$ cat src/source/aluPkg.sv
/*
 * Datapath types shared by the ALU core, shifter and BCD unit
 * Operator codes, word and byte types, CCR layout and size constants
 * Modules pull it in with a wildcard import in their header
 */
`default_nettype none

package aluPkg;

	localparam int wordWidth = 16;
	localparam int byteWidth = 8;
	localparam int ccrWidth = 5;	// X N Z V C
	localparam int halfCarryBit = 4;	// Carry out of the low nibble

	typedef logic [wordWidth-1:0] dataWord;
	typedef logic [byteWidth-1:0] dataByte;

	// Code 0 and 19..31 are undefined
	typedef enum logic [4:0] {
		opAnd = 5'd1,
		opOr,
		opEor,
		opExt,
		opAdd,
		opAddx,
		opSub,
		opSubx,
		opAsl,
		opAsr,
		opLsl,
		opLsr,
		opRol,
		opRor,
		opRoxl,
		opRoxr,
		opAbcd,
		opSbcd
	} aluOp;

	// Same bit order as the 68000 CCR
	typedef struct packed {
		logic x;
		logic n;
		logic z;
		logic v;
		logic c;
	} ccrFlags;

	// Command register layout, op in the upper five bits
	typedef struct packed {
		aluOp op;
		logic isByte;
	} aluCommand;

	// Shifter side flags
	typedef struct packed {
		logic carryOut;
		logic xOut;
		logic overflow;	// ASL only
	} shiftFlags;

endpackage

`default_nettype wire

$ cat src/source/busPkg.sv
/*
 * Wishbone classic request and response bundles plus the register map
 * Used by the register block, the top level and the testbench
 */
`default_nettype none

package busPkg;

	localparam int busWidth = 16;

	typedef logic [2:0] regAddr;	// Word address
	typedef logic [busWidth-1:0] busWord;

	// Master to slave
	typedef struct packed {
		logic cyc;
		logic stb;
		logic we;
		regAddr adr;
		busWord dat;
	} wbRequest;

	// Slave to master
	typedef struct packed {
		logic ack;
		busWord dat;
	} wbResponse;

	// Register map
	localparam regAddr addrOperandA = 3'd0;	// Source operand, R/W
	localparam regAddr addrOperandD = 3'd1;	// Destination operand, R/W
	localparam regAddr addrCommand = 3'd2;	// Write executes
	localparam regAddr addrResult = 3'd3;	// Read only
	localparam regAddr addrCcr = 3'd4;	// Low five bits

endpackage

`default_nettype wire

$ cat src/source/aluShifter.sv
/*
 * One-place shift and rotate of byte or word operand
 * Decodes its own direction and fill bit from the operator
 * Byte results come back sign-extended
 */
`timescale 1ns/1ps
`default_nettype none

module aluShifter import aluPkg::*; (
	input wire dataWord operand,
	input wire aluOp op,
	input wire isByte,
	input wire xIn,
	output dataWord shifted,
	output shiftFlags flags
);

	logic shiftRight;
	logic msb, nextBit;	// Sized top two bits
	logic fill, outBit;
	dataByte byteShift;
	dataWord wordShift;

	always_comb begin
		msb = isByte ? operand[byteWidth-1] : operand[wordWidth-1];
		nextBit = isByte ? operand[byteWidth-2] : operand[wordWidth-2];
		shiftRight = op inside {opAsr, opLsr, opRor, opRoxr};

		// Bit entering the vacated end
		case (op)
			opAsr, opRol: fill = msb;	// Sign copy or rotated msb
			opRor: fill = operand[0];
			opRoxl, opRoxr: fill = xIn;	// Through X
			default: fill = 1'b0;	// LSL, LSR, ASL
		endcase

		outBit = shiftRight ? operand[0] : msb;

		if (shiftRight) begin
			byteShift = {fill, operand[byteWidth-1:1]};
			wordShift = {fill, operand[wordWidth-1:1]};
		end else begin
			byteShift = {operand[byteWidth-2:0], fill};
			wordShift = {operand[wordWidth-2:0], fill};
		end

		shifted = isByte ? {{byteWidth{byteShift[byteWidth-1]}}, byteShift} : wordShift;

		flags.carryOut = outBit;
		flags.xOut = (op inside {opRol, opRor}) ? xIn : outBit;	// ROL/ROR keep X
		// Sign change on arithmetic left
		flags.overflow = (op == opAsl) & (msb ^ nextBit);
	end

endmodule

`default_nettype wire

$ cat src/source/bcdCorrect.sv
/*
 * Decimal adjust of a binary byte sum or difference
 * Fed from the core adder; gives the BCD byte, decimal carry and V
 */
`timescale 1ns/1ps
`default_nettype none

module bcdCorrect import aluPkg::*; (
	input wire dataByte binResult,
	input wire halfCarry,
	input wire isAdd,
	input wire xIn,	// X as the binary step leaves it
	output dataByte bcdResult,
	output logic decimalCarry,
	output logic overflow
);

	logic lowFix, highFix;
	logic [byteWidth:0] lowAdj;	// Extra bit catches the carry
	logic [byteWidth-halfCarryBit:0] highNib;

	// Nibble holds 10..15
	function automatic logic above9(input logic [3:0] nib);
		return nib[3] & (nib[2] | nib[1]);
	endfunction

	always_comb begin
		lowFix = halfCarry | (isAdd & above9(binResult[halfCarryBit-1:0]));

		if (isAdd) begin
			lowAdj = {1'b0, binResult} + (lowFix ? 9'd6 : 9'd0);
			// High digit needs fixing on carry or digit past 9
			highFix = xIn | lowAdj[byteWidth] | above9(lowAdj[byteWidth-1:halfCarryBit]);
			highNib = lowAdj[byteWidth:halfCarryBit] + (highFix ? 5'd6 : 5'd0);
			overflow = highNib[3] & ~binResult[byteWidth-1];
		end else begin
			lowAdj = {1'b0, binResult} - (lowFix ? 9'd6 : 9'd0);
			highFix = xIn;	// Borrow out of binary step
			highNib = lowAdj[byteWidth:halfCarryBit] - (highFix ? 5'd6 : 5'd0);
			overflow = ~highNib[3] & binResult[byteWidth-1];
		end

		bcdResult = {highNib[3:0], lowAdj[halfCarryBit-1:0]};
		decimalCarry = highNib[4] | xIn;
	end

endmodule

`default_nettype wire

$ cat src/source/aluCore.sv
/*
 * Combinational ALU: adder/subtractor, logic ops, shifter and BCD path
 * Selects the result by operator and builds the next CCR
 * opValid low means the code is undefined and nothing should load
 */
`timescale 1ns/1ps
`default_nettype none

module aluCore import aluPkg::*; (
	input wire dataWord operandA,
	input wire dataWord operandD,
	input wire aluCommand command,
	input wire ccrFlags ccr,
	output dataWord result,
	output ccrFlags newCcr,
	output logic opValid
);

	logic isAdd, useX, isBcd, sizeByte;
	logic carryIn;
	logic [wordWidth:0] wordSum;
	logic [byteWidth:0] byteSum;	// Only for the byte carry
	logic carry, overflow, halfCarry;
	logic msbA, msbD, msbR;
	dataWord rawResult;
	logic zeroNow, negNow;

	dataWord shifted;
	shiftFlags sFlags;
	dataByte bcdResult;
	logic bcdCarry, bcdOverflow;

	assign isAdd = command.op inside {opAdd, opAddx, opAbcd};
	assign useX = command.op inside {opAddx, opSubx, opAbcd, opSbcd};
	assign isBcd = command.op inside {opAbcd, opSbcd};
	assign sizeByte = command.isByte | isBcd;	// BCD is always byte
	assign carryIn = useX & ccr.x;

	// Data minus address on subtract
	always_comb begin
		if (isAdd) begin
			wordSum = {1'b0, operandD} + {1'b0, operandA} + 17'(carryIn);
			byteSum = {1'b0, operandD[byteWidth-1:0]} + {1'b0, operandA[byteWidth-1:0]}
				+ 9'(carryIn);
		end else begin
			wordSum = {1'b0, operandD} - {1'b0, operandA} - 17'(carryIn);
			byteSum = {1'b0, operandD[byteWidth-1:0]} - {1'b0, operandA[byteWidth-1:0]}
				- 9'(carryIn);
		end

		carry = sizeByte ? byteSum[byteWidth] : wordSum[wordWidth];
		msbA = sizeByte ? operandA[byteWidth-1] : operandA[wordWidth-1];
		msbD = sizeByte ? operandD[byteWidth-1] : operandD[wordWidth-1];
		msbR = sizeByte ? byteSum[byteWidth-1] : wordSum[wordWidth-1];

		// Signed overflow, source sign flipped for subtract
		overflow = ((msbA ^ ~isAdd) == msbD) & (msbR != msbD);
		halfCarry = operandA[halfCarryBit] ^ operandD[halfCarryBit] ^ wordSum[halfCarryBit];
	end

	aluShifter shifter (
		.operand(operandA),
		.op(command.op),
		.isByte(command.isByte),
		.xIn(ccr.x),
		.shifted(shifted),
		.flags(sFlags)
	);

	// X input is the byte carry the binary step produces
	bcdCorrect decimal (
		.binResult(wordSum[byteWidth-1:0]),
		.halfCarry(halfCarry),
		.isAdd(isAdd),
		.xIn(byteSum[byteWidth]),
		.bcdResult(bcdResult),
		.decimalCarry(bcdCarry),
		.overflow(bcdOverflow)
	);

	always_comb begin
		case (command.op)
			opAnd: rawResult = operandA & operandD;
			opOr: rawResult = operandA | operandD;
			opEor: rawResult = operandA ^ operandD;
			opExt: rawResult = {{byteWidth{operandA[byteWidth-1]}}, operandA[byteWidth-1:0]};
			opAdd, opAddx, opSub, opSubx: rawResult = wordSum[wordWidth-1:0];
			opAsl, opAsr, opLsl, opLsr,
			opRol, opRor, opRoxl, opRoxr: rawResult = shifted;
			opAbcd, opSbcd: rawResult = {{byteWidth{1'b0}}, bcdResult};	// Upper byte zero
			default: rawResult = '0;
		endcase

		// Byte results sign-extended, BCD excepted
		if (command.isByte && !isBcd)
			result = {{byteWidth{rawResult[byteWidth-1]}}, rawResult[byteWidth-1:0]};
		else
			result = rawResult;
	end

	assign zeroNow = sizeByte ? (result[byteWidth-1:0] == '0) : (result == '0);
	assign negNow = sizeByte ? result[byteWidth-1] : result[wordWidth-1];

	// Flag rules per operator
	always_comb begin
		newCcr = ccr;	// Undefined codes change nothing
		opValid = 1'b1;
		case (command.op)
			opAnd, opOr, opEor, opExt: begin
				newCcr.n = negNow;
				newCcr.z = zeroNow;
				newCcr.v = 1'b0;
				newCcr.c = 1'b0;	// X kept
			end
			opAdd, opSub, opAddx, opSubx: begin
				newCcr.n = negNow;
				// Extended forms only ever clear Z
				newCcr.z = (command.op inside {opAddx, opSubx}) ? (ccr.z & zeroNow) : zeroNow;
				newCcr.v = overflow;
				newCcr.c = carry;
				newCcr.x = carry;
			end
			opAsl, opAsr, opLsl, opLsr,
			opRol, opRor, opRoxl, opRoxr: begin
				newCcr.n = negNow;
				newCcr.z = zeroNow;
				newCcr.v = sFlags.overflow;
				newCcr.c = sFlags.carryOut;
				newCcr.x = sFlags.xOut;
			end
			opAbcd, opSbcd: begin
				newCcr.n = negNow;
				newCcr.z = ccr.z & zeroNow;	// Multi-byte chains
				newCcr.v = bcdOverflow;
				newCcr.c = bcdCarry;
				newCcr.x = bcdCarry;
			end
			default: opValid = 1'b0;
		endcase
	end

endmodule

`default_nettype wire

$ cat src/source/aluRegs.sv
/*
 * Wishbone classic slave with operand, command, result and CCR registers
 * A command write executes in the same cycle and loads result and CCR
 * on the edge that raises ack
 */
`timescale 1ns/1ps
`default_nettype none

module aluRegs import aluPkg::*, busPkg::*; (
	input wire clk,
	input wire reset,
	input wire wbRequest bus,
	output wbResponse busRsp,
	output dataWord operandA,
	output dataWord operandD,
	output aluCommand command,
	output ccrFlags ccr,
	input wire dataWord result,
	input wire ccrFlags newCcr,
	input wire opValid
);

	logic ackReg;
	logic request;	// New transfer this cycle
	logic writeEn;
	logic cmdWrite;

	dataWord aReg, dReg, resReg;
	aluCommand cmdReg;
	ccrFlags ccrReg;

	// Ack low marks first cycle of a request
	assign request = bus.cyc & bus.stb & ~ackReg;
	assign writeEn = request & bus.we;
	assign cmdWrite = writeEn & (bus.adr == addrCommand);

	// Core sees the incoming command while it is being written
	assign command = cmdWrite ? aluCommand'(bus.dat[$bits(aluCommand)-1:0]) : cmdReg;
	assign operandA = aReg;
	assign operandD = dReg;
	assign ccr = ccrReg;

	always_ff @(posedge clk) begin
		if (reset) begin
			ackReg <= 1'b0;
			aReg <= '0;
			dReg <= '0;
			resReg <= '0;
			cmdReg <= '0;	// Undefined op, nothing runs
			ccrReg <= '0;
		end else begin
			ackReg <= request;	// Single cycle pulse

			if (writeEn) begin
				case (bus.adr)
					addrOperandA: aReg <= bus.dat;
					addrOperandD: dReg <= bus.dat;
					addrCommand: cmdReg <= command;	// Kept even if undefined
					addrCcr: ccrReg <= ccrFlags'(bus.dat[ccrWidth-1:0]);
					default: ;	// Result is read only
				endcase
			end

			// Execute on command write
			if (cmdWrite && opValid) begin
				resReg <= result;
				ccrReg <= newCcr;
			end
		end
	end

	// Read mux, address held by master until ack
	always_comb begin
		busRsp.ack = ackReg;
		case (bus.adr)
			addrOperandA: busRsp.dat = aReg;
			addrOperandD: busRsp.dat = dReg;
			addrCommand: busRsp.dat = busWord'(cmdReg);
			addrResult: busRsp.dat = resReg;
			addrCcr: busRsp.dat = busWord'(ccrReg);	// Upper bits zero
			default: busRsp.dat = '0;
		endcase
	end

endmodule

`default_nettype wire

$ cat src/source/aluTop.sv
/*
 * ALU peripheral top level
 * Wishbone register block driving the combinational ALU core
 */
`timescale 1ns/1ps
`default_nettype none

module aluTop import aluPkg::*, busPkg::*; (
	input wire clk,
	input wire reset,
	input wire wbRequest bus,
	output wbResponse busRsp
);

	dataWord operandA, operandD;
	dataWord result;
	aluCommand command;
	ccrFlags ccr, newCcr;
	logic opValid;

	aluRegs regs (
		.clk(clk),
		.reset(reset),
		.bus(bus),
		.busRsp(busRsp),
		.operandA(operandA),
		.operandD(operandD),
		.command(command),
		.ccr(ccr),
		.result(result),
		.newCcr(newCcr),
		.opValid(opValid)
	);

	// Pure combinational datapath
	aluCore core (
		.operandA(operandA),
		.operandD(operandD),
		.command(command),
		.ccr(ccr),
		.result(result),
		.newCcr(newCcr),
		.opValid(opValid)
	);

endmodule

`default_nettype wire

$ cat config.mk
export PLATFORM = sky130hd
export DESIGN_NAME = aluTop
export DESIGN_NICKNAME = d
export VERILOG_FILES = /design/src/source/aluPkg.sv /design/src/source/busPkg.sv /design/src/source/aluShifter.sv /design/src/source/bcdCorrect.sv /design/src/source/aluCore.sv /design/src/source/aluRegs.sv /design/src/source/aluTop.sv
export SDC_FILE = /design/constraint.sdc
export NUM_CORES = 1
export LEC_CHECK = 0
export BUFFER_PORTS_ARGS = -buffer_cell sky130_fd_sc_hd__buf_2
export CAP_MARGIN = 40
export CORE_ASPECT_RATIO = 0.9
export CORE_MARGIN = 10
export CORE_UTILIZATION = 35
export CTS_BUF_LIST = sky130_fd_sc_hd__clkbuf_4 sky130_fd_sc_hd__clkbuf_8
export CTS_CLUSTER_SIZE = 12
export DETAILED_ROUTE_END_ITERATION = 6
export PLACE_DENSITY = 0.59
export RECOVER_POWER = 50
export SETUP_SLACK_MARGIN = 0.2
export SYNTH_ARGS = -nofsm -noshare
export SYNTH_HDL_FRONTEND = slang
export SYNTH_SLANG_ARGS = --single-unit
$ cat constraint.sdc
create_clock -name clk -period 21.5 [get_ports clk]
set_input_delay 3.225 -clock clk [delete_from_list [all_inputs] [get_ports clk]]
set_output_delay 3.225 -clock clk [all_outputs]
set_load 0.01 [all_outputs]
==> flow_summary.toml <==
[final_layout]
drive_gt1_share_pct = 9.71
stdcell_area_um2 = 8170
layout_common_cells = "nor2_1 (119), nand2_1 (110), ha_1 (70)"
fin_cells = 1331
post-route-util_pct = 38.0
fillCellCount = 2263
diodes = 0
final_nets = 1138
layout_commonest_cell = "nor2_1"
syn2layout_area_growth_pct = 7.58

[hold_path]
hold_end = "regs.ackReg$_SDFF_PP0_"
hp-class = "flop to flop"
hold_start = "regs.ackReg$_SDFF_PP0_"
worstHoldPathCells = 1

[clocking]
post_cts_buffers = 0
postCtsResizedCells = 0
numCtsBuffers = 9
clock_latency_ps = 360
cts_sinks = 60
cts_tree = "yes"
postCtsHoldBufs = 0
clockBufferDepth = 2
path_clk_slew_ps = 70
htree_levels = 3
cts_root_buffer = "clkbuf_8"

[logic_synthesis]
async_flop_share_pct = 0
synth_area_leader_cell = "dfxtp_1"
synth_cell_type_count = 97
syn_nets = 1139
synth_seq_cells = 60
synth_edf_count = 0
synthCells = 1037
synthesis.area_um2 = 7590
synth-seq-area-share_pct = 15.8
yosys_warnings = 0
syn-mean-instance-area_um2 = 7.32
synth.area.top_cells = "dfxtp_1 (16%), ha_1 (12%), mux2i_1 (5.9%)"
synth_ff_type = "dfxtp_1"
yosysTopAreaCellShare_pct = 15.8

[timing]
report.final.slew_viol_count = 99
grt_setup_unrepaired = "no"
finalWorstSetupSlack_ps = 10540
max_freq_mhz = 91.2
setup-tns-final_ps = 0
tightest_slew_ps = 2950
hold_ws_ps = 476
period_needed_ps = 10960
setup_viol = 0
finalHoldViolations = 0
fin_skew_ps = 13.9
min_period_over_period_pct = 51.0
slew-limit-headroom_pct = -96.8

[global_route]
grt_max_degree = 62
grt_pass1_vias = 7411
grt_pass1_wl_um = 42300
grt_usage_pct = 18.6
overflow = 0
antenna_found_initial = 0

[pwr]
switching_share_pct = 32.0
irDropWorstVdd_uv = 22.9
p_switching_mw = 0.0920
clockPowerShare_pct = 39.3
combPwrFrac_pct = 21.3
p_leak_nw = 3.19
pwr_density_cell_nw_per_um2 = 35.2
p_seq_share_pct = 39.4
total_power_mw = 0.288
p_int_mw = 0.196

[drt]
vias = 8075
postRouteAntennaNets = 0
vias_per_cell = 6.07
drt-initial-drc-count = 1025
drc = 0
wl_per_cell_um = 20.4
wl_um = 27100
dr.pass1.iters = 6

[placement]
dp_cells = 1316
hpwlAfterDp_um = 20100
port_buffers = 40
placed_area_um2 = 7970
place_ws_ps = 10960
place_congestion = 0.976

[worst_setup_path]
rr_startpoint = "regs.ackReg$_SDFF_PP0_"
worstPathArrival_ps = 11220
worstPathMaxFanout = 36
startpoint = "bus[17]"
r2r-end = "regs.ccr[3]$_SDFFE_PP0P_"
rrSetupSlack_ps = 14390
critPathLaunchType = "input pin"
cp.required_ps = 21750
cp-end-kind = "flop"
worstRegToRegCells = 28
crit_type = "input pin to flop"

[status]
violations = "capacitance limit, slew limit"
status = "finished with violations"

[floorplanning]
core-area_um2 = 21500
boundaryPins = 41
die_x_um = 175
die_h_um = 160
start_util_pct = 35.3
rows = 51
design.die.area_um2 = 28000

[run]
maxCapViolations = 2
==> synth_stat cells (6+ instances only) <==
| library cell | count |
|---|---|
| a211o_1 | 7 |
| xnor2_1 | 24 |
| clkbuf_1 | 41 |
| nor3_1 | 42 |
| inv_1 | 61 |
| ha_1 | 70 |
| mux2i_1 | 45 |
| a21oi_1 | 69 |
| o21a_1 | 9 |
| dfxtp_1 | 60 |
| o2111ai_1 | 6 |
| nand4_1 | 20 |
| nand3_1 | 23 |
| buf_2 | 15 |
| nor2_1 | 120 |
| o21ai_0 | 39 |
| a21o_1 | 11 |
| nand2_1 | 110 |
| nand2b_1 | 12 |
| o22ai_1 | 13 |
| nor4_1 | 6 |
| xor2_1 | 8 |
| a221oi_1 | 11 |
| nor2b_1 | 8 |
| nor3b_1 | 10 |
| o31ai_1 | 7 |
| o211ai_1 | 12 |
| a31oi_1 | 11 |
| a211oi_1 | 19 |
| fa_1 | 8 |
| a22oi_1 | 20 |
==> worst max-delay path by stage <==
stage / cells after the start / endpoint / slack, ps
floorplan: 30 / regs.ccr[3]$_SDFFE_PP0P_ / 12300
CTS: 28 / regs.ccr[3]$_SDFFE_PP0P_ / 11330
global placement: 28 / regs.ccr[3]$_SDFFE_PP0P_ / 11100
global route: 26 / regs.ccr[0]$_SDFFE_PP0P_ / 9890
detailed placement: 28 / regs.ccr[3]$_SDFFE_PP0P_ / 10960
finish: 28 / regs.ccr[3]$_SDFFE_PP0P_ / 10540
==> registers in the layout, indices dropped and copies added (netlist names) <==
signal,count
regs.operandD,16
regs.operandA,16
regs.resReg,16
regs.ccr,5
regs.cmdReg,6
regs.ackReg,1
==> cells by family after synthesis <==
group / after synthesis / share of synthesized area [%]
AO/OA/AOI/OAI: 296 / 27.6
XOR/XNOR: 33 / 4.01
adder cells (fa/ha/maj): 78 / 13.6
buffers and inverters: 126 / 6.97
flip-flops: 60 / 15.8
multiplexers: 52 / 7.24
AND/OR/NAND/NOR: 392 / 24.7
==> power groups by stage <==
| stage | Sequential [mW] | Combinational [mW] | Clock, mW |
|---|---|---|---|
| finish | 0.113 | 0.0613 | 0.113 |
| CTS | 0.113 | 0.0602 | 0.114 |
| floorplan | 0.115 | 0.0445 | 0 |
| global route | 0.114 | 0.0669 | 0.118 |
| global placement | 0.116 | 0.0594 | 0 |
| detailed placement | 0.116 | 0.0599 | 0 |
==> cell type report <==
| type | instances | area [um2] | share of cell area, % |
|---|---|---|---|
| Clock buffer | 12 | 159 | 1.95 |
| Multi-Input combinational cell | 851 | 5880 | 71.9 |
| Sequential cell | 60 | 1200 | 14.7 |
| Clock inverter | 3 | 46.3 | 0.567 |
| Timing Repair Buffer | 53 | 292 | 3.57 |
| Tap cell | 291 | 364 | 4.46 |
| Inverter | 61 | 229 | 2.80 |
==> critical path, cell delays in order <==
cell and delay [ps]:
clkbuf_1 1240, nor3b_4 470, and2_1 670, a41o_1 180, o22ai_1 90, nand2b_1 250
fa_1 440, fa_1 420, o21a_1 230, nor3_1 240, nor3_1 80, nor2_1 200
xnor2_1 80, inv_1 60, nand2_1 130, ha_1 350, a21oi_1 90, a211oi_1 460
a21oi_1 120, o221ai_1 190, nand2_1 140, ha_1 230, fa_1 400, xor3_1 390
mux2i_1 80, a211oi_1 420, nor2_1 80, o31a_1 240
==> per-layer routing <==
layer / routed length, um / vias to the layer above / share of wire (%) / GRT usage (%)
met2: 11500 / 408 / 42 / 27.4
met1: 12400 / 3818 / 46 / 26.4
met5: 0 / - / 0 / 0
met4: 684 / 0 / 2.5 / 5.43
li1: - / 3791 / - / -
met3: 2490 / 58 / 9.2 / 3.89
(Power assumes the default switching activity.)
